$ cat config.mk
export PLATFORM = sky130hd
export DESIGN_NAME = tx_writeback
export DESIGN_NICKNAME = d
export VERILOG_FILES = /design/src/hw/tx_pkg.sv /design/src/hw/tx_writeback.sv
export VERILOG_INCLUDE_DIRS = /design/src /design/src/hw
export SDC_FILE = /design/constraint.sdc
export NUM_CORES = 1
export LEC_CHECK = 0
export BUFFER_PORTS_ARGS = -buffer_cell sky130_fd_sc_hd__buf_4
export CORE_AREA = 2 2 89 57
export CTS_CLUSTER_SIZE = 8
export DETAILED_ROUTE_END_ITERATION = 10
export DIE_AREA = 0 0 91 59
export PLACE_DENSITY = 0.83
export SLEW_MARGIN = 20
export SYNTH_ARGS = -nofsm -noshare
export SYNTH_HDL_FRONTEND = slang
export SYNTH_SLANG_ARGS = --single-unit
$ cat constraint.sdc
create_clock -name aclk -period 4.81 [get_ports aclk]
set_input_delay 0.962 -clock aclk [delete_from_list [all_inputs] [get_ports aclk]]
set_output_delay 0.962 -clock aclk [all_outputs]
set_load 0.05 [all_outputs]
$ cat src/hw/tx_defs.svh
`ifndef TX_DEFS_SVH
`define TX_DEFS_SVH

// Descriptor RAM depth in 32-bit words
`define TX_DESC_RAM_WORDS 256
`define TX_DESC_AW ($clog2(`TX_DESC_RAM_WORDS))

// Data RAM ring in dwords, power of two
`define TX_DATA_RAM_DWORDS 1024
`define TX_RING_AW ($clog2(`TX_DATA_RAM_DWORDS))

// Largest single iDMA read
`define TX_MAX_CHUNK_DWORDS 256
`define TX_CHUNK_W ($clog2(`TX_MAX_CHUNK_DWORDS) + 1)

// Flag positions in the command byte
`define TX_CMD_RS 3
`define TX_CMD_DEXT 5
`define TX_CMD_IDE 7

// Descriptor word that carries STA
`define TX_WB_WORD 2'd3

`endif
$ cat src/hw/tx_pkg.sv
package tx_pkg;

	// Legacy data descriptor, word 3 in the upper half
	typedef struct packed {
		logic [15:0] special;
		logic [7:0] css;
		logic [3:0] reserved;
		logic [3:0] sta;
		logic [7:0] cmd;
		logic [7:0] cso;
		logic [15:0] length;
	} legacy_hi_t;

	// Extended data descriptor
	typedef struct packed {
		// MSS for TSO, VLAN otherwise
		logic [15:0] mss;
		logic [7:0] ports;
		logic [3:0] reserved;
		logic [3:0] sta;
		// Same byte as legacy cmd
		logic [7:0] dcmd;
		logic [3:0] dtyp;
		logic [19:0] paylen;
	} ext_hi_t;

	// Words 2 and 3 in either reading
	typedef union packed {
		legacy_hi_t legacy;
		ext_hi_t ext;
	} desc_hi_u;

endpackage

$ cat src/hw/tx_writeback.sv
`timescale 1ns/1ps
`include "tx_defs.svh"

module tx_writeback (
	input logic aclk,
	input logic aresetn,

	// From split stage
	input logic sw_valid,
	input logic [15:0] sw_addr,
	input tx_pkg::desc_hi_u sw_hi,
	output logic sw_ready,

	// Descriptor RAM write-back
	output logic wb_we,
	output logic [`TX_DESC_AW-1:0] wb_addr,
	output logic [31:0] wb_wdata,
	input logic wb_ready,

	// Status, [17] IDE, [16] RS, [15:0] descriptor address
	output logic [31:0] stat_m_tdata,
	output logic stat_m_tvalid,
	output logic stat_m_tlast,
	input logic stat_m_tready
);

	typedef enum logic [1:0] {S_IDLE, S_WRITE, S_REPORT} state_t;

	state_t state;
	logic [15:0] desc_addr;
	tx_pkg::desc_hi_u desc_hi;
	logic sw_take;

	assign sw_ready = (state == S_IDLE);
	assign sw_take = sw_valid && sw_ready;

	assign wb_we = (state == S_WRITE);
	assign wb_addr = {desc_addr[`TX_DESC_AW+1:4], `TX_WB_WORD};
	// STA becomes DD only, rest of word 3 kept
	assign wb_wdata = {desc_hi.legacy.special, desc_hi.legacy.css,
		desc_hi.legacy.reserved, 4'b0001};

	assign stat_m_tvalid = (state == S_REPORT);
	assign stat_m_tlast = 1'b1;
	assign stat_m_tdata = {14'd0, desc_hi.legacy.cmd[`TX_CMD_IDE],
		desc_hi.legacy.cmd[`TX_CMD_RS], desc_addr};

	always_ff @(posedge aclk or negedge aresetn) begin
		if (!aresetn) begin
			state <= S_IDLE;
		end else begin
			case (state)
				S_IDLE: begin
					if (sw_take)
						state <= sw_hi.legacy.cmd[`TX_CMD_RS] ? S_WRITE : S_REPORT;
				end
				// Wait for a cycle without a host write
				S_WRITE: if (wb_ready) state <= S_REPORT;
				S_REPORT: if (stat_m_tready) state <= S_IDLE;
				default: state <= S_IDLE;
			endcase
		end
	end

	always_ff @(posedge aclk) begin
		if (sw_take) begin
			desc_addr <= sw_addr;
			desc_hi <= sw_hi;
		end
	end

endmodule

==> impl_metrics.ini <==
[clocking]
clock_latency_ns = 0.29
clk_path_buf_depth = 2
htree_levels = 2
cts_resized = 0
cts_made_buffers = 5
clkSinkCount = 48
cts_hold_buf = 0
cts_tree = built
clk_pin_slew_ns = 0.08
clockRootBuffer = clkbuf_8
post_cts_buffers = 0

[run_status]
outcome = finished clean

[global_route]
antenna_found_initial = 0
grt_max_degree = 47
overflow = 0
grt_pass1_wl_um = 4870
grtUsageMet2_pct = 19.8
busiest_layer = met2
globalRouteMet1Util_pct = 15.8
first_global_vias = 938
grt_usage_pct = 12.8
use_met3_pct = 5.60

[critical_path]
crit_fanout = 8
cp-start-kind = flip-flop
critical_path_required_ns = 3.85
crit_type = reg2out
crit_slowest_cell = dfrtp_1
worstPathCellList = and2b_1 -> buf_4
max_stage_delay_ns = 0.44
critPathArrivalTime_ns = 1.13
end_kind = output port

[timing]
min_period_ns = 2.09
period_share_pct = 43.5
finalSetupViolCount = 0
worstMarginPinSlew_ns = 1.02
rsz0062_at_grt = no
max_freq_mhz = 478
timing.slew.headroom_pct = 32.0
fin_ws_ns = 2.72
whs_ns = 0.438
finalHoldViolations = 0
tns_ns = 0
slew_violations = 0
skew_ns = 0.00280

[power_and_ir_drop]
p_leak_nw = 1.10
vdd_drop_max_uv = 394
cellPowerDensity_nw_per_um2 = 546
finalPower_mw = 1.38

[final_layout]
antenna_cells = 0
layout.cells.most_common = buf_4
layout.cells.non_filler = 255
fin_util_pct = 56.7
area_growth_pct = 47.7
stdcell_area_um2 = 2530
fillers = 359
drive_gt1_share_pct = 58.9
final_nets = 277
mostFrequentLayoutCells = 105 x buf_4, 46 x edfxtp_1, 21 x conb_1

[yosys]
yosysTopAreaCell = edfxtp_1
syn-mean-instance-area_um2 = 19.5
yosysTopAreaCellShare_pct = 80.5
netlist_area_um2 = 1720
ys_seq_elements = 48
synth_area_leaders = edfxtp_1 81%, buf_4 12%, dfrtp_1 2.9%
synthCells = 88
synth_seq_area_share_pct = 83.4
ys_warn_count = 0
synth_cell_types = 14

[detailed_routing]
routedWlPerCell_um = 13.4
antenna_left = 0
drt-total-wl_um = 3420
via_count = 1020
avgViaCountPerCell = 4.00
dr.pass1.iters = 3
drt_iter0_markers = 21
drcViolationCount = 0

[floorplanning]
fp-row-count = 19
die_y_um = 59
die_w_um = 91
start_util_pct = 38.4
die_area_um2 = 5370
core_um2 = 4470
io_pins = 161

[hold_path]
min_path_type = in2async

[placed_design]
io_buffers = 105
dp_cells = 248
place_worst_setup_slack_ns = 2.52
gp_congestion = 0.646
placed_cell_area_um2 = 2450

[run]
maxCapViolations = 0
==> Yosys cell counts <==
cell type and number:
or2b_1 1, dfrtp_1 2, nor2_1 1, a21oi_1 2, edfxtp_1 46, buf_4 27, nor2b_1 1, conb_1 2
or3b_1 1, and2_1 1, and2b_1 1, a21oi_2 1, o21a_1 1, nand3b_1 1
==> flip-flops by register name, indices dropped and copies added (netlist names) <==
register	count
desc_addr	16
state	2
desc_hi	30
==> worst paths after layout <==
check	slack [ns]	end	depth (start not counted)	from
hold / removal	0.44	state[0]	1	aresetn
max in group asynchronous	4.29	state[1]	1	aresetn
min in group aclk	0.52	state[0]	1	state[1]
setup / recovery	2.72	stat_m_tvalid	2	state[0]
hold reg to reg	0.52	state[0]	1	state[1]
setup reg to reg	2.98	desc_hi[52]	2	state[1]
==> critical path, delay by kind of cell (launching register included) <==
kind	cells	cell delay, ns
DFF	1	0.44
and+or+nand+nor	1	0.22
buffers and inverters	1	0.19
==> cell families after synthesis <==
family / count (synthesis) / synth area share [%]
other cells: 2 / 0.438
flops: 48 / 83.4
buf+inv: 27 / 11.8
simple gates: 7 / 2.77
compound gates: 4 / 1.53
==> final cells by class <==
cell class                 count  area [um2]  share of cell area (%)
timing repair buffer         105         788                    31.1
clock buffer                   5        68.8                    2.72
multi-input combinational     32         154                    6.07
clock inverter                 2        12.5                   0.494
tap                           63        78.8                    3.11
sequential                    48        1430                    56.5
==> layer usage <==
| layer | vias to the layer above | wire length (um) |
|---|---|---|
| li1 | 472 | - |
| met1 | 465 | 1360 |
| met2 | 76 | 1640 |
| met3 | 7 | 361 |
| met4 | 0 | 61 |
| met5 | - | 0 |
==> report_power, final <==
group	internal, mW	total (mW)	switching, mW
clock network	0.0985	0.219	0.120
registers	0.563	0.593	0.0300
logic	0.145	0.571	0.427
total	0.806	1.38	0.577
(Power assumes the default switching activity.)
