File: config.mk
export PLATFORM = sky130hd
export DESIGN_NAME = tx_data_ring
export DESIGN_NICKNAME = d
export VERILOG_FILES = /design/src/hw/tx_data_ring.sv
export VERILOG_INCLUDE_DIRS = /design/src /design/src/hw
export SDC_FILE = /design/constraint.sdc
export NUM_CORES = 1
export LEC_CHECK = 0
export BUFFER_PORTS_ARGS = -buffer_cell sky130_fd_sc_hd__buf_4
export CORE_ASPECT_RATIO = 2
export CORE_MARGIN = 2
export CORE_UTILIZATION = 41
export DETAILED_ROUTE_END_ITERATION = 10
export PLACE_DENSITY = 0.64
export SYNTH_ARGS = -nofsm -noshare
export SYNTH_HDL_FRONTEND = slang
export SYNTH_SLANG_ARGS = --single-unit
File: constraint.sdc
create_clock -name aclk -period 7.8 [get_ports aclk]
set_clock_uncertainty 0.2 [all_clocks]
set_input_delay 0 -clock aclk [delete_from_list [all_inputs] [get_ports aclk]]
set_output_delay 0 -clock aclk [all_outputs]
set_load 0.005 [all_outputs]
File: src/hw/tx_defs.svh
`ifndef TX_DEFS_SVH
`define TX_DEFS_SVH

// Descriptor RAM depth in 32-bit words
`define TX_DESC_RAM_WORDS 256
`define TX_DESC_AW ($clog2(`TX_DESC_RAM_WORDS))

// Data RAM ring in dwords, power of two
`define TX_DATA_RAM_DWORDS 1024
`define TX_RING_AW ($clog2(`TX_DATA_RAM_DWORDS))

// Largest single iDMA read
`define TX_MAX_CHUNK_DWORDS 256
`define TX_CHUNK_W ($clog2(`TX_MAX_CHUNK_DWORDS) + 1)

// Flag positions in the command byte
`define TX_CMD_RS 3
`define TX_CMD_DEXT 5
`define TX_CMD_IDE 7

// Descriptor word that carries STA
`define TX_WB_WORD 2'd3

`endif
File: src/hw/tx_data_ring.sv
`timescale 1ns/1ps
`include "tx_defs.svh"

module tx_data_ring (
	input logic aclk,
	input logic aresetn,

	// Space claimed by the split stage
	input logic chunk_take,
	input logic [`TX_CHUNK_W-1:0] chunk_dwords,

	// Frame response, [31:16] length, [15:0] start byte
	input logic [31:0] frm_s_tdata,
	input logic frm_s_tvalid,
	input logic frm_s_tlast,
	output logic frm_s_tready,

	output logic [`TX_RING_AW-1:0] tail,
	output logic [`TX_RING_AW-1:0] free_dwords
);

	logic [`TX_RING_AW-1:0] head;
	logic [`TX_RING_AW-1:0] head_next;
	logic [`TX_RING_AW-1:0] tail_next;
	logic [15:0] frm_end;

	assign frm_s_tready = 1'b1;
	assign frm_end = frm_s_tdata[15:0] + frm_s_tdata[31:16];

	always_comb begin
		head_next = head;
		// Frame done, free up to its last dword rounded up
		if (frm_s_tvalid && frm_s_tready && frm_s_tlast)
			head_next = frm_end[`TX_RING_AW+1:2] + `TX_RING_AW'(|frm_end[1:0]);
		tail_next = tail;
		if (chunk_take)
			tail_next = tail + `TX_RING_AW'(chunk_dwords);
	end

	always_ff @(posedge aclk or negedge aresetn) begin
		if (!aresetn) begin
			head <= '0;
			tail <= '0;
			free_dwords <= `TX_RING_AW'(`TX_DATA_RAM_DWORDS - 1);
		end else begin
			head <= head_next;
			tail <= tail_next;
			// One slot kept empty so head == tail means empty
			free_dwords <= head_next - tail_next - `TX_RING_AW'(1);
		end
	end

endmodule

==> reports/metrics.yaml <==
setup_path:
  worst_ep_arrival_time_ps: 3590
  cp.depth: 14
  crit_path_max_fanout: 4
  rr_worst_depth: 14
  required_ps: 7800
  max_stage_delay_ps: 650
  crit_path_end_kind: "flip-flop"
  crit_type: "flip-flop to flip-flop"
  start_kind: "flip-flop"
  crit_chain: "ha_1, a21o_1, a21o_1, a2111oi_0, nor2_1, a21oi_1, xnor2_1, mux2_2, inv_1, ha_1, nand3_1, nand4b_1, xor2_1, xnor2_1"
  critPathBufInv: 1
  cpLargestDelayFamily: "compound AO/OA/AOI/OAI gates"
  slowest_stage: "a2111oi_0"
clock_tree:
  cts_resized: 0
  clkLatencyLatePin_ps: 270
  cts_root_buffer: "clkbuf_16"
  cts_setup_buffers: 0
  cts_buffers: 5
  clock-sinks: 30
  clock_path_buffers: 2
  holdBufCountCts: 3
  cts-htree-levels: 2
  tritoncts: "yes"
  path_clk_slew_ps: 50
logic_synthesis:
  synthDominantCellAreaShare_pct: 20.3
  syn_area_sq_um: 2470
  synth_edf_count: 0
  ys_top_cells_by_area: "dfrtp_1 20%, ha_1 16%, dfstp_2 11%"
  synth-seq-cells: 30
  yosysMostFrequentCell: "ha_1"
  synth_warnings: 0
  async_flop_share_pct: 100
  syn_avg_cell_area_sq_um: 9.62
  yosys-top-cells-count: "31 x ha_1, 23 x inv_1, 20 x dfrtp_1, 20 x nand2_1, 18 x nor2_1"
  ys.flop_type: "dfrtp_1"
  synth_cells: 257
  syn_nets: 337
  synth_cell_types: 53
  yosysTopAreaCell: "dfrtp_1"
  ys_seq_area_share_pct: 30.9
placement:
  finalWeightedCongestion: 0.787
  port-buffer-count: 57
  placed_area_sq_um: 2960
  dp_hpwl_um: 3920
route:
  drt_iter0_drc: 55
  drc: 5
  first_pass_iters: 7
  wire_per_inst_um: 12.5
  dr_total_vias: 2070
  ant_nets: 0
  wl_um: 4830
  viasPerCell: 5.38
timing:
  tns_ps: 0
  period_share_pct: 46.1
  tightest_slew_ps: 707
  slew-limit-headroom_pct: 51.7
  rsz0062_at_grt: "no"
  drv_slew: 0
  max_freq_mhz: 278
  hold_ws_ps: -7.72
  setup_violations: 0
  final-hold-violation-count: 17
  min_period_ps: 3590
die:
  initial_core_util_pct: 41.8
  design.core.area_sq_um: 5910
  fp.dieW_um: 58.9
  rows: 40
  die_y_um: 114
  io_pins: 67
  die_area_sq_um: 6700
grt:
  overflow: 0
  grt_max_degree: 31
  antenna_found_initial: 0
  grt_pass1_wl_um: 8740
  grt_pass1_vias: 2111
  track_usage_pct: 16.0
status:
  status: "complete, but fails checks"
  violations: "design-rule violations, negative hold slack"
layout:
  final.fill_count: 551
  area_growth_pct: 28.1
  nets: 401
  num_antenna_cells: 0
  drive_above_1_share_pct: 30.1
  final_cell_area_sq_um: 3170
power_and_ir_drop:
  peakVddDrop_uv: 313
  p_leak_nw: 1.52
  powerDensity_nw_per_um2: 371
flow_run:
  max_cap_violations: 0
hold_path:
  hp-class: "input pin to asynchronous set/reset pin"
==> where the power goes <==
part	switching, mW	internal, mW	leakage (nW)	total, mW
Combinational	0.328	0.335	1.09	0.663
Sequential	0.0325	0.254	0.344	0.287
Clock	0.0641	0.159	0.0841	0.223
Total	0.425	0.748	1.52	1.17
==> cell usage in the layout (no fill, tap or decap), types with 4 or more instances in the layout <==
cell / netlist / layout
xnor2_1: 14 / 14
xor2_1: 13 / 13
nor3_1: 7 / 7
nor2_1: 18 / 18
o21ai_1: 4 / 4
a21o_1: 4 / 4
dfrtp_1: 20 / 20
buf_4: 1 / 57
nand2b_1: 5 / 5
nand3_1: 5 / 5
ha_1: 31 / 31
mux2_2: 9 / 9
clkbuf_16: 0 / 5
dfstp_2: 10 / 10
nand2_1: 20 / 20
a21oi_1: 12 / 12
o21ai_0: 10 / 10
inv_1: 23 / 23
==> sequential cells by signal, summed over array words and instances (netlist names) <==
signal and cells:
tail 10, head 10, free_dwords 10
==> metrics by stage <==
stage	setup WS (ps)	total power, mW	utilization [%]	cells
floorplan	4540	0.756	-	257
global placement	4050	0.933	50.2	374
detailed placement	4010	0.952	50.2	374
CTS	4180	1.19	53.6	385
global route	3860	1.29	53.6	385
finish	4210	1.17	53.6	385
==> metal layers <==
| metal | vias to the layer above | part of all wire [%] | wire (um) | GRT usage [%] |
|---|---|---|---|---|
| met5 | - | 0 | 0 | 0 |
| met4 | 0 | 1.6 | 78 | 4.85 |
| met3 | 11 | 4.7 | 226 | 2.61 |
| met2 | 53 | 54 | 2590 | 28.1 |
| met1 | 981 | 40 | 1940 | 19.6 |
| li1 | 1025 | - | - | - |
==> worst register-to-register path, cell delays in order (launching register included) <==
cell and delay (ps):
dfrtp_1 390, ha_1 280, a21o_1 180, a21o_1 200, a2111oi_0 650, nor2_1 120, a21oi_1 200, xnor2_1 80
mux2_2 270, inv_1 60, ha_1 270, nand3_1 100, nand4b_1 130, xor2_1 240, xnor2_1 150
==> layout make-up <==
| type | instances | area, sq um | area share [%] |
|---|---|---|---|
| multi-input combinational | 200 | 1600 | 50.6 |
| sequential | 30 | 763 | 24.1 |
| timing repair buffer | 60 | 458 | 14.5 |
| clock buffer | 7 | 143 | 4.51 |
| inverter | 24 | 90.1 | 2.85 |
| tap | 63 | 78.8 | 2.49 |
| clock inverter | 1 | 30.0 | 0.949 |
==> final timing paths <==
check                                     start  slack, ps        endpoint
max in group asynchronous               aresetn       7090  free_dwords[7]
worst min-delay path                    aresetn         -8         head[4]
worst min register to register          head[0]        310         head[0]
worst max register to register          tail[1]       4210  free_dwords[9]
worst max-delay path                    tail[1]       4210  free_dwords[9]
min in group aclk               chunk_dwords[8]         20         tail[9]
==> logic make-up (layout without fill, tap and decap cells) <==
| kind of cell | count (synthesis) | count (layout) | synth area share (%) |
|---|---|---|---|
| and+or+nand+nor | 69 | 69 | 13.3 |
| AOI/OAI and AO/OA | 56 | 56 | 16.8 |
| adders and majority gates | 34 | 34 | 18.1 |
| DFF | 30 | 30 | 30.9 |
| xor gates and xnor gates | 28 | 28 | 10.7 |
| buffers and inverters | 27 | 92 | 4.25 |
| muxes | 12 | 12 | 5.82 |
| other | 1 | 1 | 0.152 |
Power figures use the tool's default switching activity.
