[src/hw/tx_defs.svh]
`ifndef TX_DEFS_SVH
`define TX_DEFS_SVH

// Descriptor RAM depth in 32-bit words
`define TX_DESC_RAM_WORDS 256
`define TX_DESC_AW ($clog2(`TX_DESC_RAM_WORDS))

// Data RAM ring in dwords, power of two
`define TX_DATA_RAM_DWORDS 1024
`define TX_RING_AW ($clog2(`TX_DATA_RAM_DWORDS))

// Largest single iDMA read
`define TX_MAX_CHUNK_DWORDS 256
`define TX_CHUNK_W ($clog2(`TX_MAX_CHUNK_DWORDS) + 1)

// Flag positions in the command byte
`define TX_CMD_RS 3
`define TX_CMD_DEXT 5
`define TX_CMD_IDE 7

// Descriptor word that carries STA
`define TX_WB_WORD 2'd3

`endif
[src/hw/tx_pkg.sv]
package tx_pkg;

	// Legacy data descriptor, word 3 in the upper half
	typedef struct packed {
		logic [15:0] special;
		logic [7:0] css;
		logic [3:0] reserved;
		logic [3:0] sta;
		logic [7:0] cmd;
		logic [7:0] cso;
		logic [15:0] length;
	} legacy_hi_t;

	// Extended data descriptor
	typedef struct packed {
		// MSS for TSO, VLAN otherwise
		logic [15:0] mss;
		logic [7:0] ports;
		logic [3:0] reserved;
		logic [3:0] sta;
		// Same byte as legacy cmd
		logic [7:0] dcmd;
		logic [3:0] dtyp;
		logic [19:0] paylen;
	} ext_hi_t;

	// Words 2 and 3 in either reading
	typedef union packed {
		legacy_hi_t legacy;
		ext_hi_t ext;
	} desc_hi_u;

endpackage

[src/hw/tx_desc_fetch.sv]
`timescale 1ns/1ps
`include "tx_defs.svh"

module tx_desc_fetch (
	input logic aclk,
	input logic aresetn,

	// Command, descriptor byte address in [15:0]
	input logic [31:0] cmd_s_tdata,
	input logic cmd_s_tvalid,
	input logic cmd_s_tlast,
	output logic cmd_s_tready,

	// Descriptor RAM read
	output logic rd_en,
	output logic [`TX_DESC_AW-1:0] rd_addr,
	input logic [31:0] rd_data,

	// To split stage
	output logic fd_valid,
	output logic [15:0] fd_addr,
	output logic [63:0] fd_buf_addr,
	output tx_pkg::desc_hi_u fd_hi,
	input logic fd_ready
);

	logic rd_busy;
	logic [1:0] rd_cnt;
	logic ld_en;
	logic [1:0] ld_idx;
	logic cmd_take;

	// Busy from first read until split takes the descriptor
	assign cmd_s_tready = !(rd_busy || ld_en || fd_valid);
	assign cmd_take = cmd_s_tvalid && cmd_s_tready && cmd_s_tlast;

	assign rd_en = rd_busy;
	assign rd_addr = {fd_addr[`TX_DESC_AW+1:4], rd_cnt};

	always_ff @(posedge aclk or negedge aresetn) begin
		if (!aresetn) begin
			rd_busy <= 1'b0;
			rd_cnt <= 2'd0;
			ld_en <= 1'b0;
			ld_idx <= 2'd0;
			fd_valid <= 1'b0;
		end else begin
			if (cmd_take) begin
				rd_busy <= 1'b1;
				rd_cnt <= 2'd0;
			end else if (rd_busy) begin
				rd_cnt <= rd_cnt + 2'd1;
				if (rd_cnt == 2'd3)
					rd_busy <= 1'b0;
			end

			// RAM data lags the read by one cycle
			ld_en <= rd_busy;
			ld_idx <= rd_cnt;

			if (ld_en && ld_idx == 2'd3)
				fd_valid <= 1'b1;
			else if (fd_valid && fd_ready)
				fd_valid <= 1'b0;
		end
	end

	always_ff @(posedge aclk) begin
		if (cmd_take)
			fd_addr <= cmd_s_tdata[15:0];
		if (ld_en) begin
			case (ld_idx)
				2'd0: fd_buf_addr[31:0] <= rd_data;
				2'd1: fd_buf_addr[63:32] <= rd_data;
				2'd2: fd_hi[31:0] <= rd_data;
				default: fd_hi[63:32] <= rd_data;
			endcase
		end
	end

endmodule

[config.mk]
export PLATFORM = sky130hd
export DESIGN_NAME = tx_desc_fetch
export DESIGN_NICKNAME = d
export VERILOG_FILES = /design/src/hw/tx_pkg.sv /design/src/hw/tx_desc_fetch.sv
export VERILOG_INCLUDE_DIRS = /design/src /design/src/hw
export SDC_FILE = /design/constraint.sdc
export NUM_CORES = 1
export LEC_CHECK = 0
export ABC_AREA = 1
export BUFFER_PORTS_ARGS = -buffer_cell sky130_fd_sc_hd__buf_2
export CAP_MARGIN = 20
export CORE_ASPECT_RATIO = 1.75
export CORE_MARGIN = 3
export CORE_UTILIZATION = 38
export DETAILED_ROUTE_END_ITERATION = 12
export GPL_TIMING_DRIVEN = 0
export HOLD_SLACK_MARGIN = 0.15
export PLACE_DENSITY = 0.74
export SYNTH_ARGS = -nofsm -noshare
export SYNTH_HDL_FRONTEND = slang
export SYNTH_SLANG_ARGS = --single-unit
[constraint.sdc]
create_clock -name aclk -period 6.8 [get_ports aclk]
set_clock_uncertainty 0.05 [all_clocks]
set_input_delay 0.68 -clock aclk [delete_from_list [all_inputs] [get_ports aclk]]
set_output_delay 0.68 -clock aclk [all_outputs]
set_load 0.02 [all_outputs]
==> qor.txt, run 1 <==
final cell count without fillers: 598
Place WS: 4.618 ns
Final setup violation count: 0
Synth Instances: 187
post-CTS setup buffer count: 0
Congestion Overflow GR: 0
Slew Limit Fails: 0
post_cts resized: 0
yosys warns: 0
Synth Area in Simple Gates: 1.737%
Syn-to-layout area delta: 41.34%
Worst Hold Slack: 0.3994 ns
IO buf count: 207
CP Cell Sequence: nor2_2, nand2_1, inv_1, buf_2
Iteration-0 DRC Markers: 94
total wire length after detailed routing: 9924 um
WP buf/inv: 2
die height: 152.8 um
kind of critical path: flop to output pin
Placed Area: 6026 um2
Synth Area in Adders: 0.2672%
min-delay worst type: input port to flop
Die Footprint: 13,740 um2
Root Driver: clkbuf_16
Static Leak: 2.676 nW
Power Density: 413.9 nW/um2
clk sinks: 151
total CTS buffers: 17
Seq/Total Area, Yosys: 96.10%
final layout net count: 490
share of cells above drive strength 1: 59.35%
slowest stage delay, CP: 0.45 ns
PnR worst setup slack: 4.803 ns
crit path DAT: 1.27 ns
DRC viols: 0
multiplexer share of the synthesized area: 0%
vias in the first global route: 2,710
Power Total: 2.739 mW
# diodes: 0
first-pass GRT wire length: 14,820 um
site row count: 53
largest family of logic cells by synthesized area: simple AND/OR/NAND/NOR gates
CTS tree: built
Seq cells post-synth: 151
initial antenna violation count: 3
core area: 12,000 um2
Longest Clk Path Bufs: 2
Achievable Freq: 0.5008 GHz
Netlist cell types: 12
H-tree depth: 4
vias: 2,592
fin util: 55.13%
CP top delay family: flip-flops
Synth Cell Area: 4682 um2
clk_lat worst skew: 0.40 ns
Net Count, Synth: 257
reg2reg setup slack: 4.98 ns
Worst Setup End Kind: output pin
Synth Area in XOR/XNOR: 0%
Initial Util: 39.01%
largest net degree at the start of global routing: 33
post-DP HPWL: 7062 um
relative slew slack: 47.69%
max cap viols: 0
crit path launch type: flop
Final Hold Viols: 0
Crit-path slowest cell: dfrtp_1
DIE WIDTH: 89.91 um
GP Congestion: 0.6780
CP Max Fanout: 7
clock-pin slew on the worst setup and hold paths: 0.06 ns
outcome: completed
RSZ-0062 raised after global routing: no
Total GRT Usage: 14.35%
Tcrit/Tclk final: 29.37%
Vias/cell: 4.334
IO Count: 224
Peak VDD IR: 0.2588 mV
Synth Area in Compound Gates: 0.2138%
Worst-Margin Slew: 0.7835 ns
post-DR wirelength/cell: 16.60 um
post-route ant nets: 0
Required @ worst endpoint: 6.07 ns
post-layout min period: 1.997 ns
dpl cells: 564
setup TNS: 0 ns
Avg Cell Area, Syn: 25.04 um2
First-pass DRT Iterations: 4
design area: 6618 um2
[cell usage in the layout, fill, tap and decap left out]
| cell type | count |
|---|---|
| buf_2 | 207 |
| edfxtp_1 | 144 |
| clkbuf_16 | 17 |
| nand2_1 | 10 |
| inv_1 | 8 |
| dfrtp_1 | 7 |
| buf_4 | 6 |
| clkinvlp_4 | 4 |
| buf_6 | 4 |
| clkinv_4 | 3 |
| inv_6 | 3 |
| nor2_4 | 2 |
| o21ai_0 | 2 |
| nor2_1 | 2 |
| inv_8 | 2 |
| clkinv_2 | 2 |
| nor2_2 | 1 |
| nand3_2 | 1 |
| nand3_1 | 1 |
| inv_2 | 1 |
| nor3b_2 | 1 |
| ha_1 | 1 |
| bufinv_16 | 1 |
| dlygate4sd3_1 | 1 |
| buf_16 | 1 |
| buf_12 | 1 |
[where the power goes]
| part | switching, mW | leakage [nW] | internal, mW | total [mW] |
|---|---|---|---|---|
| clock network | 0.372 | 0.270 | 0.511 | 0.883 |
| registers | 0.0583 | 1.40 | 1.23 | 1.29 |
| logic | 0.403 | 1.01 | 0.166 | 0.568 |
| total | 0.833 | 2.68 | 1.91 | 2.74 |
[synthesized netlist by cell type]
cell type	instances	area (um2)
nand3_2	1	10.01
edfxtp_1	144	4324
nor2_2	1	6.260
nand2_1	10	37.54
nand3_1	1	5.000
ha_1	1	12.51
buf_4	6	45.04
nor3b_1	1	7.510
nor2_1	4	15.01
o21ai_0	2	10.01
dfrtp_1	7	175.2
inv_1	9	33.78
[timing repair]
item | CTS | global route
hold buffers | 1 | 0
endpoints found under the hold margin | 7 | 0
endpoints found under the setup margin | 0 | 0
[worst paths after layout]
| kind | from | end | cells past startpoint |
|---|---|---|---|
| max | rd_en | cmd_s_tready | 4 |
| min in group asynchronous | aresetn | rd_cnt[1] | 2 |
| max in group asynchronous | aresetn | ld_idx[0] | 2 |
| max reg2reg | ld_idx[0] | fd_buf_addr[17] | 4 |
| min reg2reg | rd_cnt[1] | ld_idx[1] | 0 |
| min | cmd_s_tdata[1] | fd_addr[1] | 1 |
[layer usage]
layer	global-route usage (%)	routed length (um)	vias to the layer above
li1	-	-	1177
met5	0	41	-
met1	13.65	3395	1251
met2	26.40	5416	129
met3	5.711	752	29
met4	7.085	318	6
[flip-flops by register name, summed over array words and instances (netlist names)]
name         count
fd_addr         16
fd_buf_addr     64
ld_en            1
rd_en            1
fd_hi           64
ld_idx           2
fd_valid         1
rd_cnt           2
[cell type report]
cell class,instances,area (um2)
Sequential cell,151,4499
Clock buffer,17,425.4
Timing Repair Buffer,214,1139
Inverter,9,33.78
Fill cell,920,5385
Multi-Input combinational cell,21,123.9
Clock inverter,15,145.1
Tap cell,165,206.4
Buffer,6,45.04
[cell families after synthesis]
| family | Yosys count |
|---|---|
| compound gates | 2 |
| fa+ha+maj | 1 |
| flops | 151 |
| simple gates | 18 |
| buf+inv | 15 |
[worst reg2reg max path, stage by stage (launching register included)]
cell,delay (ns)
dfrtp_1,0.44
nor3b_2,0.47
buf_6,0.22
buf_6,0.16
buf_6,0.19
Power figures use the tool's default switching activity.
==> inputs of run 2 (changes only) <==
==> constraint.sdc (replaced) <==
create_clock -name aclk -period 2 [get_ports aclk]
set_clock_uncertainty 0.05 [all_clocks]
set_input_delay 0.2 -clock aclk [delete_from_list [all_inputs] [get_ports aclk]]
set_output_delay 0.2 -clock aclk [all_outputs]
set_load 0.02 [all_outputs]
==> run 2 against run 1 <==
Power increased to 3.5 times the previous value. Die area stayed put. Cell count up 8.4%. Cell area increased by 8.5%. Critical path depth shrank 1. Sequential share of layout area fell by 5.3 points. First-iteration DRC count up 26%. Sequential power rose to 3.4 times the previous value. Highest routed layer is now met4. Register-to-register slack got worse by 4.7 ns. Global-route usage grew 1.2 points. Non-clock buffer count up 50. Sequential cell count is the same.
==> qor.txt, run 2 (synthesis results as in run 1) <==
Worst Setup End Kind: flop
IO Count: 224 (unchanged)
max layer used: met4
clk_lat worst skew: 0.40 ns (about the same)
kind of critical path: flop to flop
final cell count without fillers: 648 (+8.4%)
design area: 7181 um2 (+8.5%)
total CTS buffers: 17 (unchanged)
IO buf count: 207 (unchanged)
DRC viols: 0 (unchanged)
Slew Limit Fails: 0 (unchanged)
DR WL met2: 6114 um (+13%)
Placed Area: 6033 um2 (+0.12%)
relative slew slack: 46.04% (-1.7 points)
outcome: completed
post-CTS setup buffer count: 0 (unchanged)
Iteration-0 DRC Markers: 118 (+26%)
RSZ-0062 raised after global routing: no
First-pass DRT Iterations: 4 (unchanged)
Crit-path slowest cell: nor3b_4
GP Congestion: 0.6922 (+2.1%)
# diodes: 0 (unchanged)
first-pass GRT wire length: 16,360 um (+10%)
Achievable Freq: 0.5864 GHz
dpl cells: 563 (-0.18%)
share of cells above drive strength 1: 52.59% (-6.8 points)
Die Footprint: 13,740 um2 (unchanged)
Syn-to-layout area delta: 53.37%
post-DR wirelength/cell: 16.23 um (-2.2%)
total wire length after detailed routing: 10,520 um (+6.0%)
die height: 152.8 um (unchanged)
CP Max Fanout: 15 (+8)
post-DP HPWL: 6997 um (-0.92%)
commonest cells after routing, fill and taps aside: buf_2 (207), edfxtp_1 (144), dlygate4sd3_1 (53)
Power Total: 9.661 mW (+250%)
core area: 12,000 um2 (unchanged)
Met1 Wirelength: 3484 um (+2.6%)
WP buf/inv: 2 (unchanged)
initial antenna violation count: 0 (-3)
DIE WIDTH: 89.91 um (unchanged)
Power Density: 1345 nW/um2 (+230%)
post_cts resized: 0 (unchanged)
Tcrit/Tclk final: 85.27%
clock-pin slew on the worst setup and hold paths: 0.06 ns (about the same)
Root Driver: clkbuf_16
vias: 2,804 (+8.2%)
post-route ant nets: 0 (unchanged)
Vias/cell: 4.327 (-0.17%)
Initial Util: 39.01% (unchanged)
Worst-Margin Slew: 0.8083 ns (+0.02475 ns)
site row count: 53 (unchanged)
Required @ worst endpoint: 2.05 ns (-4.02 ns)
Regs by FF count: fd_buf_addr: 64 flops, fd_hi: 64 flops, fd_addr: 16 flops
CP Cell Sequence: nor3b_4, buf_8, buf_16
most common cell after layout, fill and taps aside: buf_2
Peak VDD IR: 0.8940 mV (+250%)
fin util: 59.82% (+4.7 points)
metal3 WL: 654 um (-13%)
slowest stage delay, CP: 0.50 ns (+0.05 ns)
clk sinks: 151 (unchanged)
Longest Clk Path Bufs: 2 (unchanged)
CTS tree: built
vias in the first global route: 3,006 (+11%)
Congestion Overflow GR: 0 (unchanged)
crit path DAT: 1.76 ns (+0.49 ns)
Final setup violation count: 0 (unchanged)
final layout net count: 540 (+10%)
post-layout min period: 1.705 ns
Total GRT Usage: 15.53% (+1.2 points)
hold_buf cts: 53 (+52)
Final Hold Viols: 0 (unchanged)
H-tree depth: 4 (unchanged)
crit path launch type: flop
largest net degree at the start of global routing: 33 (unchanged)
max cap viols: 0 (unchanged)
CP top delay family: simple AND/OR/NAND/NOR gates
min-delay worst type: flop to flop
setup TNS: 0 ns (unchanged)
Static Leak: 2.906 nW (+8.6%)
[run 2: cell count changes in the layout (fill, tap and decap cells not counted), sizes merged]
| cell | before | now |
|---|---|---|
| buf | 219 | 217 |
| bufinv | 1 | 3 |
| clkbuf | 17 | 18 |
| clkinv | 5 | 2 |
| clkinvlp | 4 | 3 |
| dlygate4sd3 | 1 | 53 |
| inv | 14 | 15 |
[run 2: routing by layer]
layer,up-vias,GRT usage [%]
li1,1283,-
met1,1361,14.74
met2,139,30.17
met3,21,5.022
met4,0,6.209
met5,-,0
[run 2: path summary, 6_finish.rpt]
kind	depth (start not counted)	start	slack, ns	to
setup / recovery	3	ld_idx[0]	0.29	fd_buf_addr[15]
hold / removal	0	rd_cnt[1]	0.39	ld_idx[1]
setup reg to reg	3	ld_idx[0]	0.29	fd_buf_addr[15]
hold reg to reg	0	rd_cnt[1]	0.39	ld_idx[1]
max in group asynchronous	3	aresetn	0.97	rd_cnt[1]
min in group asynchronous	3	aresetn	0.69	fd_valid
[run 2: report_power, final]
| part | internal, mW | switching, mW | leakage (nW) |
|---|---|---|---|
| clock network | 2.00 | 1.25 | 0.292 |
| logic | 0.637 | 1.38 | 1.21 |
| registers | 4.18 | 0.216 | 1.40 |
| total | 6.82 | 2.84 | 2.91 |
[run 2: cell type report]
| type | count | area, um2 |
|---|---|---|
| inverters | 9 | 33.78 |
| clock buffers | 18 | 429.2 |
| repair buffers | 264 | 1649 |
| well taps | 165 | 206.4 |
| plain buffers | 6 | 45.04 |
| clock inverters | 14 | 187.7 |
| fillers | 876 | 4822 |
| flip-flops and latches | 151 | 4499 |
| multi-input cells | 21 | 130.1 |
[run 2: stage by stage]
step / setup WS, ns / hold WS, ns
2_1_floorplan: -0.2784 / -0.1456
3_3_place_gp: -1.394 / -0.01729
3_5_place_dp: 0.2622 / -0.009618
4_1_cts: 0.2538 / 0.3908
5_1_grt: 0.2083 / 0.4086
6_report: 0.2946 / 0.3859
[run 2: worst reg2reg max path: stages, from the launching register on]
cell	delay, ns
dfrtp_1	0.45
nor3b_4	0.50
buf_8	0.24
buf_16	0.17
