<file path="src/hw/tx_defs.svh">
`ifndef TX_DEFS_SVH
`define TX_DEFS_SVH

// Descriptor RAM depth in 32-bit words
`define TX_DESC_RAM_WORDS 256
`define TX_DESC_AW ($clog2(`TX_DESC_RAM_WORDS))

// Data RAM ring in dwords, power of two
`define TX_DATA_RAM_DWORDS 1024
`define TX_RING_AW ($clog2(`TX_DATA_RAM_DWORDS))

// Largest single iDMA read
`define TX_MAX_CHUNK_DWORDS 256
`define TX_CHUNK_W ($clog2(`TX_MAX_CHUNK_DWORDS) + 1)

// Flag positions in the command byte
`define TX_CMD_RS 3
`define TX_CMD_DEXT 5
`define TX_CMD_IDE 7

// Descriptor word that carries STA
`define TX_WB_WORD 2'd3

`endif
</file>
<file path="src/hw/tx_pkg.sv">
package tx_pkg;

	// Legacy data descriptor, word 3 in the upper half
	typedef struct packed {
		logic [15:0] special;
		logic [7:0] css;
		logic [3:0] reserved;
		logic [3:0] sta;
		logic [7:0] cmd;
		logic [7:0] cso;
		logic [15:0] length;
	} legacy_hi_t;

	// Extended data descriptor
	typedef struct packed {
		// MSS for TSO, VLAN otherwise
		logic [15:0] mss;
		logic [7:0] ports;
		logic [3:0] reserved;
		logic [3:0] sta;
		// Same byte as legacy cmd
		logic [7:0] dcmd;
		logic [3:0] dtyp;
		logic [19:0] paylen;
	} ext_hi_t;

	// Words 2 and 3 in either reading
	typedef union packed {
		legacy_hi_t legacy;
		ext_hi_t ext;
	} desc_hi_u;

endpackage

</file>
<file path="src/hw/tx_dma_split.sv">
`timescale 1ns/1ps
`include "tx_defs.svh"

module tx_dma_split (
	input logic aclk,
	input logic aresetn,

	// From fetch stage
	input logic fd_valid,
	input logic [15:0] fd_addr,
	input logic [63:0] fd_buf_addr,
	input tx_pkg::desc_hi_u fd_hi,
	output logic fd_ready,

	// Data RAM ring
	input logic [`TX_RING_AW-1:0] tail,
	input logic [`TX_RING_AW-1:0] free_dwords,
	output logic chunk_take,
	output logic [`TX_CHUNK_W-1:0] chunk_dwords,

	// iDMA command and response
	output logic [31:0] idma_m_tdata,
	output logic idma_m_tvalid,
	output logic idma_m_tlast,
	input logic idma_m_tready,
	input logic [31:0] idma_s_tdata,
	input logic idma_s_tvalid,
	input logic idma_s_tlast,
	output logic idma_s_tready,

	// Frame processor command
	output logic [31:0] frm_m_tdata,
	output logic frm_m_tvalid,
	output logic frm_m_tlast,
	input logic frm_m_tready,

	// To write-back stage
	output logic sw_valid,
	output logic [15:0] sw_addr,
	output tx_pkg::desc_hi_u sw_hi,
	input logic sw_ready
);

	typedef enum logic [3:0] {
		S_IDLE, S_SPACE, S_DMA1, S_DMA2, S_DMA3, S_RESP,
		S_FRM1, S_FRM2, S_FRM3, S_PASS
	} state_t;

	state_t state;
	logic [63:0] host_addr;
	logic [15:0] remain;
	logic [`TX_CHUNK_W-1:0] cur_chunk;
	logic [15:0] local_start;
	logic [16:0] span_bytes;
	logic [14:0] span_dwords;
	logic skip;
	logic fd_take;
	logic rsp_take;
	logic last_chunk;

	assign fd_ready = (state == S_IDLE);
	assign fd_take = fd_valid && fd_ready;
	assign idma_s_tready = 1'b1;
	assign rsp_take = (state == S_RESP) && idma_s_tvalid && idma_s_tlast;
	assign last_chunk = (remain == 16'(cur_chunk));
	assign sw_valid = (state == S_PASS);

	// No data phase for DEXT, empty or null buffers
	assign skip = fd_hi.ext.dcmd[`TX_CMD_DEXT] || (fd_hi.legacy.length == 16'd0) ||
		(fd_buf_addr == 64'd0);

	// Buffer bytes plus leading offset, in dwords rounded up
	assign span_bytes = {1'b0, fd_hi.legacy.length} + 17'(fd_buf_addr[1:0]);
	assign span_dwords = span_bytes[16:2] + 15'(|span_bytes[1:0]);

	assign chunk_dwords = (remain > 16'(`TX_MAX_CHUNK_DWORDS)) ?
		`TX_CHUNK_W'(`TX_MAX_CHUNK_DWORDS) : remain[`TX_CHUNK_W-1:0];
	assign chunk_take = (state == S_SPACE) && (free_dwords >= `TX_RING_AW'(chunk_dwords));

	always_ff @(posedge aclk or negedge aresetn) begin
		if (!aresetn) begin
			state <= S_IDLE;
			idma_m_tvalid <= 1'b0;
			idma_m_tlast <= 1'b0;
			frm_m_tvalid <= 1'b0;
			frm_m_tlast <= 1'b0;
		end else begin
			case (state)
				S_IDLE: if (fd_take) state <= skip ? S_PASS : S_SPACE;
				S_SPACE: begin
					if (chunk_take) begin
						state <= S_DMA1;
						idma_m_tvalid <= 1'b1;
					end
				end
				S_DMA1: if (idma_m_tready) state <= S_DMA2;
				S_DMA2: begin
					if (idma_m_tready) begin
						state <= S_DMA3;
						idma_m_tlast <= 1'b1;
					end
				end
				S_DMA3: begin
					if (idma_m_tready) begin
						state <= S_RESP;
						idma_m_tvalid <= 1'b0;
						idma_m_tlast <= 1'b0;
					end
				end
				S_RESP: begin
					if (rsp_take) begin
						if (last_chunk) begin
							state <= S_FRM1;
							frm_m_tvalid <= 1'b1;
						end else begin
							state <= S_SPACE;
						end
					end
				end
				S_FRM1: if (frm_m_tready) state <= S_FRM2;
				S_FRM2: begin
					if (frm_m_tready) begin
						state <= S_FRM3;
						frm_m_tlast <= 1'b1;
					end
				end
				S_FRM3: begin
					if (frm_m_tready) begin
						state <= S_PASS;
						frm_m_tvalid <= 1'b0;
						frm_m_tlast <= 1'b0;
					end
				end
				S_PASS: if (sw_ready) state <= S_IDLE;
				default: state <= S_IDLE;
			endcase
		end
	end

	always_ff @(posedge aclk) begin
		if (fd_take) begin
			sw_addr <= fd_addr;
			sw_hi <= fd_hi;
			host_addr <= {fd_buf_addr[63:2], 2'b00};
			remain <= 16'(span_dwords);
			// Tail here is where the first chunk lands
			local_start <= 16'({tail, fd_buf_addr[1:0]});
		end
		if (chunk_take) begin
			cur_chunk <= chunk_dwords;
			idma_m_tdata <= {4'b0000, 12'({chunk_dwords, 2'b00}), 16'({tail, 2'b00})};
		end
		if (idma_m_tvalid && idma_m_tready) begin
			if (state == S_DMA1)
				idma_m_tdata <= host_addr[31:0];
			else if (state == S_DMA2)
				idma_m_tdata <= host_addr[63:32];
		end
		if (rsp_take) begin
			remain <= remain - 16'(cur_chunk);
			host_addr <= host_addr + 64'({cur_chunk, 2'b00});
			if (last_chunk)
				frm_m_tdata <= {sw_hi.legacy.length, local_start};
		end
		if (frm_m_tvalid && frm_m_tready) begin
			if (state == S_FRM1)
				frm_m_tdata <= sw_hi[31:0];
			else if (state == S_FRM2)
				frm_m_tdata <= sw_hi[63:32];
		end
	end

endmodule

</file>
<file path="config.mk">
export PLATFORM = sky130hd
export DESIGN_NAME = tx_dma_split
export DESIGN_NICKNAME = d
export VERILOG_FILES = /design/src/hw/tx_pkg.sv /design/src/hw/tx_dma_split.sv
export VERILOG_INCLUDE_DIRS = /design/src /design/src/hw
export SDC_FILE = /design/constraint.sdc
export NUM_CORES = 1
export LEC_CHECK = 0
export ABC_AREA = 1
export BUFFER_PORTS_ARGS = -buffer_cell sky130_fd_sc_hd__buf_2
export CELL_PAD_IN_SITES_DETAIL_PLACEMENT = 1
export CELL_PAD_IN_SITES_GLOBAL_PLACEMENT = 2
export CORE_ASPECT_RATIO = 1.75
export CORE_MARGIN = 4
export CORE_UTILIZATION = 33
export CTS_BUF_LIST = sky130_fd_sc_hd__clkbuf_4 sky130_fd_sc_hd__clkbuf_8
export DETAILED_ROUTE_END_ITERATION = 16
export PLACE_DENSITY = 0.86
export SLEW_MARGIN = 20
export SYNTH_ARGS = -nofsm -noshare
export SYNTH_HDL_FRONTEND = slang
export SYNTH_SLANG_ARGS = --single-unit
</file>
<file path="constraint.sdc">
create_clock -name aclk -period 11.27 [get_ports aclk]
set_input_delay 0.5635 -clock aclk [delete_from_list [all_inputs] [get_ports aclk]]
set_output_delay 0.5635 -clock aclk [all_outputs]
set_load 0.1 [all_outputs]
</file>
==> impl_metrics.yaml, run 1 <==
cts:
  cts_buffers: 42
  htree_levels: 2
  clk_latency_ns: 0.61
  post_cts_buffers: 0
  clkTransAtPathRegs_ns: 0.07
  cts_root_buf: "clkbuf_8"
  ctsResizeCount: 0
  cts_tree: "yes"
  clockBufferDepth: 3
  holdBufCountCts: 1
  clock-sinks: 251
timing:
  finalHoldViolCount: 0
  rsz0062_at_grt: "no"
  worst_pin_slew_ns: 1.003
  finalCriticalPeriod_ns: 5.627
  fmax_ghz: 0.1777
  period_share_pct: 49.92
  fin_skew_ns: 0.03083
  timing.setup.tns_ns: 0
  slew_headroom_pct: 32.95
  finalSetupViolations: 0
  slew_violations: 0
detailed_routing:
  drc_errors: 0
  totalWireLength_um: 67510
  wl_per_cell_um: 23.13
  dr.pass1.iters: 5
  ant_nets: 0
  first_iter_violations: 848
  viasPerCell: 5.199
  vias: 15180
finish:
  fin_area_um2: 17970
  nNetsFinal: 2551
  syn2layout_area_growth_pct: 21.03
  multi_input_area_um2: 6818
  drive_above_1_share_pct: 19.06
  seqCellArea_um2: 6857
  fill_cells: 5686
logic_synthesis:
  synth_edf_count: 179
  synthFlopType: "edfxtp_1"
  synth.area.top_cells: "edfxtp_1 (36%), nand2_1 (16%), dfxtp_1 (8.6%)"
  ys_ff_latch: 251
  synthCells: 1977
  yosys_warnings: 0
  ys_types: 51
  syn_nets: 2215
  synth_top_cell_by_area: "edfxtp_1"
  yosysSeqAreaShare_pct: 46.18
  synth_area_um2: 14850
  synth.most_common_cell: "nand2_1"
  syn_avg_cell_area_um2: 7.510
  synth_top_area_share_pct: 36.20
  synth_async_sr_flop_share_pct: 3.187
  synth_common_cells: "nand2_1 (626), inv_1 (247), nor2_1 (201)"
floorplanning:
  chipWidth_um: 168.3
  initial_core_util_pct: 33.43
  fp.dieH_um: 288.6
  rows: 102
  die_area_um2: 48580
  io_pins: 365
  core_um2: 44410
placed_design:
  gp_congestion: 0.9814
  portBuffers: 331
  hpwl_um: 55190
  dpl_cell_area_um2: 17140
run_status:
  status: "finished, final reports clean"
critical_path:
  path_max_fanout: 37
  r2r-end: "idma_m_tdata[19]$_DFF_P_"
  criticalPathCategory: "flop to primary output"
  cp.arrival_ns: 5.06
  rr_worst_depth: 16
  startpoint_type: "flop"
  crit_path_end_kind: "primary output"
  timing.rr.start: "remain[13]$_DFFE_PP_"
  r2r_slack_ns: 6.91
  cp.required_ns: 10.71
power_and_ir_drop:
  power.internal_w: 0.002130
  peakVddDrop_v: 0.0001818
  power.leakage_nw: 8.443
  clkPwrFrac_pct: 17.2
  powerDensity_nw_per_um2: 268.5
  p_sw_share_pct: 55.85
  share_seq_of_total_power_pct: 31.9
  p_sw_w: 0.002694
  combPwrFrac_pct: 50.9
min_path:
  hold_class: "input port to flop"
  min_to: "sw_addr[8]$_DFFE_PP_"
  hp-start: "fd_addr[8]"
  hold_depth: 1
grt:
  grt_pass1_wl_um: 97270
  gr-total-overflow: 0
  grt_pass1_vias: 15880
  grt_use_total_pct: 26.71
  antenna_found_initial: 1
  grt_max_degree: 69
job:
  maxCapViolCount: 0
critical path: stages (launching register included):
cell      delay [ns]
edfxtp_1        0.42
nor2_1          0.23
nand4_1         0.29
inv_1           0.13
nand2_1         0.19
nor2_1          0.37
inv_1           0.13
ha_1            0.33
nand2_1         0.06
nor3_1          0.26
nand3b_1        0.14
nand3_1         0.24
nand2_2         0.50
inv_2           0.62
buf_2           0.53
power by group through the flow:
stage / Clock (W) / Sequential, W / Combinational, W
2_1_floorplan: 0 / 0.00267 / 0.000742
3_3_place_gp: 0 / 0.00155 / 0.00242
3_5_place_dp: 0 / 0.00156 / 0.00246
4_1_cts: 0.000856 / 0.00154 / 0.00247
5_1_grt: 0.000892 / 0.00156 / 0.00260
6_report: 0.000829 / 0.00154 / 0.00245
area by class of cell:
cell class | count | area share (%)
flip-flops and latches | 251 | 38.16
multi-input cells | 1415 | 37.94
repair buffers | 348 | 10.01
inverters | 255 | 5.327
well taps | 572 | 3.983
clock buffers | 56 | 3.906
clock inverters | 20 | 0.6406
diodes | 2 | 0.02785
layout by cell type (no fill, tap or decap), drive strengths merged, types with 30 or more instances in the layout:
cell type / instances
ha: 31
nand3: 156
edfxtp: 179
nand2: 629
inv: 255
o21ai: 109
nand4: 66
dfxtp: 64
o22ai: 36
buf: 347
nor2: 204
clkbuf: 56
nor3: 30
a21oi: 61
state kept, by name (all words and copies together), names as in the netlist, 4 cells and up:
name and cells:
sw_addr 16, idma_m_tdata 32, cur_chunk 9, remain 16, state 4, host_addr 62
local_start 12, frm_m_tdata 32, sw_hi 64
how the worst max path moves through the flow:
| stage | start | end | slack [ns] | depth (start not counted) |
|---|---|---|---|---|
| after detailed placement | remain[13]$_DFFE_PP_ | chunk_take | 6.19 | 14 |
| after floorplan | state[2]$_DFFE_PN0P_ | host_addr[10]$_DFFE_PP_ | 4.50 | 3 |
| after global placement | remain[13]$_DFFE_PP_ | chunk_take | 6.29 | 14 |
| after CTS | remain[13]$_DFFE_PP_ | chunk_take | 5.49 | 14 |
| final | remain[13]$_DFFE_PP_ | chunk_take | 5.64 | 14 |
| after global routing | remain[13]$_DFFE_PP_ | chunk_take | 5.10 | 14 |
metal layers:
layer,share of wire (%),vias to the layer above,GRT usage (%)
met1,33,7313,25.39
li1,-,7248,-
met5,0,-,0
met4,7.7,0,17.30
met2,55,451,52.86
met3,4.2,163,3.191
kinds of logic (layout without fill, tap and decap cells):
| group | after synthesis | in the layout | share of synthesized area [%] |
|---|---|---|---|
| buf+inv | 311 | 679 | 8.074 |
| other cells | 1 | 3 | 0.02526 |
| compound gates | 251 | 251 | 9.793 |
| simple gates | 1101 | 1101 | 31.26 |
| fa+ha+maj | 34 | 34 | 3.017 |
| flops | 251 | 251 | 46.18 |
| xor+xnor | 28 | 28 | 1.652 |
per-stage QoR:
step / hold slack (ns) / setup WS [ns] / cells / total power (W) / util, %
global placement: 0.4276 / 6.287 / 2839 / 0.003966 / 38.54
global route: 0.09829 / 5.102 / 2918 / 0.005054 / 40.45
detailed placement: 0.4308 / 6.190 / 2840 / 0.004014 / 38.58
CTS: 0.08200 / 5.490 / 2917 / 0.004861 / 40.45
finish: 0.1264 / 5.643 / 2919 / 0.004824 / 40.46
floorplan: 0.2679 / 4.503 / 1977 / 0.003417 / -
Power figures use the tool's default switching activity.
==> run 2: changes to the inputs <==
- CORE_UTILIZATION: 33 -> 28
- PLACE_DENSITY: 0.86 -> 0.78
- clock period: 11.27 -> 4.98 ns (I/O delays scaled with it)
==> impl_metrics.yaml, run 2 (synthesized netlist as in run 1, its figures left out) <==
finish:
  syn2layout_area_growth_pct: 32.83
  drive_above_1_share_pct: 18.29
  nNetsFinal: 2701
  post-route-util_pct: 37.57
  layout_commonest_cell: "nand2_1"
  final_cell_mix: "nand2_1 (626), buf_2 (331), inv_1 (246), nor2_1 (199), edfxtp_1 (179)"
  fill_cells: 6478
  largest-register: "sw_hi"
  largest_reg_flops: 64
  reg_top3: "sw_hi: 64 flops, host_addr: 62 flops"
job:
  maxCapViolCount: 0
timing:
  worst_pin_slew_ns: 1.069
  rsz0062_at_grt: "no"
  period_share_pct: 91.55
  fin_skew_ns: 0.02388
  fin_ws_ns: 0.4208
  slew_violations: 0
  finalSetupViolations: 0
  slew_headroom_pct: 28.47
  holdWs_ns: 0.03694
  fmax_ghz: 0.2193
  finalCriticalPeriod_ns: 4.559
  timing.setup.tns_ns: 0
  finalHoldViolCount: 0
critical_path:
  criticalPathCategory: "flop to primary output"
  crit_chain: "nor2_1 > nand4_1 > inv_1 > nand2_1 > nor2_1 > inv_1 > ha_1 > nand2_1 > nor3_1 > nand3b_1 > nand3_1 > nand2_2 > inv_2 > buf_2"
  path_max_fanout: 14
  crit_slowest_cell: "buf_2"
  startpoint_type: "flop"
  cp.required_ns: 4.73
  cp_num_buf_inv: 4
  cp.arrival_ns: 4.31
  cp_top_family: "simple AND/OR/NAND/NOR gates"
  cpPeakStageDelay_ns: 0.50
  crit_path_end_kind: "primary output"
detailed_routing:
  vias: 15760
  wl_met1_um: 24560
  totalWireLength_um: 73630
  viasPerCell: 4.960
  dr.pass1.iters: 4
  wl_met3_um: 3062
  ant_nets: 0
  drc_errors: 0
  wl_per_cell_um: 23.18
  first_iter_violations: 684
  dr_wl_met2_um: 39690
  routed.top_layer: "met5"
cts:
  cts_root_buf: "clkbuf_8"
  post_cts_buffers: 0
  clock-sinks: 251
  htree_levels: 2
  clkTransAtPathRegs_ns: 0.06
  cts_tree: "yes"
  clockBufferDepth: 3
  cts_buffers: 43
  clk_latency_ns: 0.61
placed_design:
  pre_cts_ws_ns: 0.9331
  gp_congestion: 1.030
  portBuffers: 331
  hpwl_um: 57910
grt:
  grt_pass1_vias: 17090
  antenna_found_initial: 2
  grt_use_total_pct: 25.02
  grt_pass1_wl_um: 107200
  gr-total-overflow: 0
  grt_max_degree: 66
floorplanning:
  core_um2: 52500
  chipWidth_um: 182.1
  fp.dieH_um: 312.6
  rows: 111
  initial_core_util_pct: 28.28
  die_area_um2: 56920
  io_pins: 365
min_path:
  hold_class: "input port to flop"
power_and_ir_drop:
  power.leakage_nw: 9.136
  power_w: 0.01134
  peakVddDrop_v: 0.0003686
  powerDensity_nw_per_um2: 574.8
run_status:
  status: "finished, final reports clean"
## run 2: changes by cell type in the layout (fill, tap and decap cells not counted), moves of 2 or more
cell	delta
bufinv_16	+2
buf_4	+2
clkbuf_8	+5
clkinv_2	-5
clkinv_1	-3
clkbuf_4	+7
dlygate4sd3_1	+146
## run 2: timing repair
| action | CTS | global route |
|---|---|---|
| hold buffers | 147 | 0 |
| hold endpoints to repair | 157 | 0 |
| endpoints found under the setup margin | 0 | 0 |
| resized for setup | 0 | 0 |
## run 2: tightest hold or removal path: stages
cell	delay, ns
buf_2	0.08
inv_1	0.05
o21ai_0	0.14
## run 2: area by class of cell
cell class              count  area [um^2]  share of cell area [%]
well taps                 678        848.3                   4.301
repair buffers            497         3296                   16.71
flip-flops and latches    251         6857                   34.77
inverters                 255        957.2                   4.853
diodes                      1        2.502                 0.01269
clock buffers              68        823.3                   4.175
clock inverters            12        120.1                  0.6091
multi-input cells        1415         6818                   34.57
## run 2: path summary, 6_finish.rpt
path / from / to / slack [ns] / cells past startpoint
worst max register to register: remain[13]$_DFFE_PP_ / idma_m_tdata[6]$_DFF_P_ / 1.19 / 16
max in group asynchronous: aresetn / frm_m_tvalid$_DFFE_PN0P_ / 4.05 / 3
worst min-delay path: fd_buf_addr[23] / host_addr[23]$_DFFE_PP_ / 0.04 / 3
min in group asynchronous: aresetn / idma_m_tvalid$_DFFE_PN0P_ / 0.63 / 3
worst max-delay path: remain[13]$_DFFE_PP_ / chunk_take / 0.42 / 14
worst min register to register: frm_m_tdata[13]$_DFF_P_ / frm_m_tdata[13]$_DFF_P_ / 0.46 / 2
## run 2: metal layers
metal	GRT usage, %	up-vias
met3	3.019	182
met4	17.74	2
met1	23.92	7500
met5	0	-
li1	-	7537
met2	48.39	538
## run 2: per-stage QoR
stage / std cells / cell area (um^2)
floorplan: 1977 / 14850
global placement: 2948 / 17280
detailed placement: 2948 / 17280
CTS: 3175 / 19700
global route: 3177 / 19720
finish: 3177 / 19720
## run 2: where the power goes
part,internal [W],switching (W)
Sequential,0.00294,0.000560
Clock,0.00116,0.000965
Combinational,0.00104,0.00467
Total,0.00514,0.00619
==> run 3: changes to the inputs <==
- CELL_PAD_IN_SITES_DETAIL_PLACEMENT: 1 -> 0
- CELL_PAD_IN_SITES_GLOBAL_PLACEMENT: 2 -> 1
- CORE_UTILIZATION: 28 -> 36
- CTS_CLUSTER_SIZE: default -> 25
- RECOVER_POWER: default -> 50
==> impl_metrics.yaml, run 3 (synthesized netlist as in run 1, its figures left out) <==
run_status:
  status: "finished with violations"
  violations: "max-capacitance violations, max-slew violations"
finish:
  fin_area_um2: 19180
  reg_top3: "sw_hi: 64 flops, host_addr: 62 flops"
  drive_above_1_share_pct: 10.55
  syn2layout_area_growth_pct: 29.18
  nNetsFinal: 2689
  largest-register: "sw_hi"
  stdcell_count: 3034
  final_cell_mix: "nand2_1 (626), inv_1 (246), nor2_1 (200), clkbuf_1 (185), edfxtp_1 (179)"
  largest_reg_flops: 64
  layout_commonest_cell: "nand2_1"
detailed_routing:
  dr.pass1.iters: 6
  ant_nets: 0
  drc_errors: 0
  viasPerCell: 5.112
  totalWireLength_um: 64350
  wl_per_cell_um: 21.21
  first_iter_violations: 1212
  vias: 15510
timing:
  finalCriticalPeriod_ns: 4.390
  fin_skew_ns: 0.03162
  holdWs_ns: 0.03362
  fmax_ghz: 0.2278
  rsz0062_at_grt: "no"
  period_share_pct: 88.15
  finalSetupViolations: 0
  worst_pin_slew_ns: 2.134
  finalHoldViolCount: 0
  timing.setup.tns_ns: 0
  slew_headroom_pct: -42.80
  slew_violations: 95
placed_design:
  portBuffers: 331
  hpwl_um: 50880
  dpl_cell_area_um2: 17090
  gp_congestion: 0.9874
  placed_cells: 2816
grt:
  grt_pass1_vias: 15580
  grt_use_total_pct: 27.90
  antenna_found_initial: 0
  grt_pass1_wl_um: 94300
  gr-total-overflow: 0
  grt_max_degree: 79
min_path:
  hold_class: "input port to flop"
floorplanning:
  rows: 98
  core_um2: 40830
  fp.dieH_um: 276.7
  initial_core_util_pct: 36.36
  die_area_um2: 44680
  io_pins: 365
  chipWidth_um: 161.5
power_and_ir_drop:
  clkPwrFrac_pct: 18.6
  share_seq_of_total_power_pct: 31.7
  peakVddDrop_v: 0.0003907
  p_sw_w: 0.006028
  powerDensity_nw_per_um2: 574.4
  p_sw_share_pct: 54.72
  power.internal_w: 0.004988
  combPwrFrac_pct: 49.6
  power_w: 0.01102
  power.leakage_nw: 8.503
cts:
  clockBufferDepth: 3
  clock-sinks: 251
  htree_levels: 2
  clk_latency_ns: 0.60
  post_cts_buffers: 0
  cts_tree: "yes"
  cts_root_buf: "clkbuf_8"
  cts_buffers: 42
  clkTransAtPathRegs_ns: 0.06
critical_path:
  cpPeakStageDelay_ns: 1.60
  crit_chain: "nor2_1 > nand2_1 > nor2_1 > clkbuf_2"
  r2r_slack_ns: 0.59
  path_max_fanout: 66
  cp.arrival_ns: 4.56
  setup.worst_path.end: "sw_hi[47]$_DFFE_PP_"
  critPathLaunch: "state[3]$_DFFE_PN0P_"
  r2r-end: "sw_hi[47]$_DFFE_PP_"
  startpoint_type: "flop"
  rr_worst_depth: 4
  crit_slowest_cell: "nor2_1"
  crit_path_end_kind: "flop"
  cp.required_ns: 5.15
  crit_top_cell: "nor2_1"
  timing.rr.start: "state[3]$_DFFE_PN0P_"
  criticalPathCategory: "flop to flop"
job:
  maxCapViolCount: 2
-- run 3: cell count changes in the layout (fill, tap and decap cells not counted), moves of 2 or more --
cell           change
buf_12             -2
buf_2            -183
buf_4              -7
clkbuf_1         +185
clkbuf_4           -8
clkinv_2           +5
dlygate4sd3_1      -6
-- run 3: layout make-up --
| type | count | area, um^2 |
|---|---|---|
| Inverter | 255 | 957.2 |
| Tap cell | 550 | 688.2 |
| Multi-Input combinational cell | 1415 | 6810 |
| Antenna cell | 1 | 2.502 |
| Clock buffer | 59 | 749.5 |
| Timing Repair Buffer | 486 | 2938 |
| Clock inverter | 17 | 176.4 |
| Fill cell | 4178 | 21650 |
| Sequential cell | 251 | 6857 |
-- run 3: per-layer routing --
| metal | track usage, % | wire length (um) |
|---|---|---|
| met2 | 53.20 | 34090 |
| met1 | 26.84 | 21230 |
| met3 | 3.544 | 3209 |
| met5 | 0 | 0 |
| met4 | 20.36 | 5822 |
-- run 3: worst max-delay path, delay by kind of cell (launching register included) --
kind,cells,cell delay (ns)
DFF,1,0.41
and+or+nand+nor,3,2.03
buffers and inverters,1,1.42
-- run 3: metrics by stage --
stage | utilization [%] | worst slack (ns)
after detailed placement | 41.86 | 1.201
after CTS | 47.59 | 0.5379
final | 46.97 | 0.5900
after floorplan | - | 0.3049
after global routing | 46.96 | 0.3109
after global placement | 41.86 | 1.226
-- run 3: worst min path at each step --
stage                               start                         to  slack, ns  depth (start not counted)
final                     fd_buf_addr[55]    host_addr[55]$_DFFE_PP_       0.03                          3
after global routing      fd_buf_addr[27]    host_addr[27]$_DFFE_PP_       0.03                          3
after CTS                 fd_buf_addr[55]    host_addr[55]$_DFFE_PP_      0.001                          3
after detailed placement          aresetn  idma_m_tvalid$_DFFE_PN0P_       0.12                          1
after global placement            aresetn  idma_m_tvalid$_DFFE_PN0P_       0.12                          1
after floorplan                   aresetn    frm_m_tlast$_DFFE_PN0P_      -0.05                          0
-- run 3: power by group through the flow --
stage	Combinational, W	Sequential (W)	Clock (W)
3_3_place_gp	0.00546	0.00349	0
3_5_place_dp	0.00551	0.00350	0
5_1_grt	0.00582	0.00354	0.00219
2_1_floorplan	0.00168	0.00602	0
6_report	0.00547	0.00350	0.00205
4_1_cts	0.00560	0.00346	0.00210
-- run 3: timing repair --
item | in CTS | in global routing
resized for setup | 0 | 0
hold endpoints to repair | 152 | 0
setup endpoints to repair | 0 | 0
hold buffers | 141 | 0
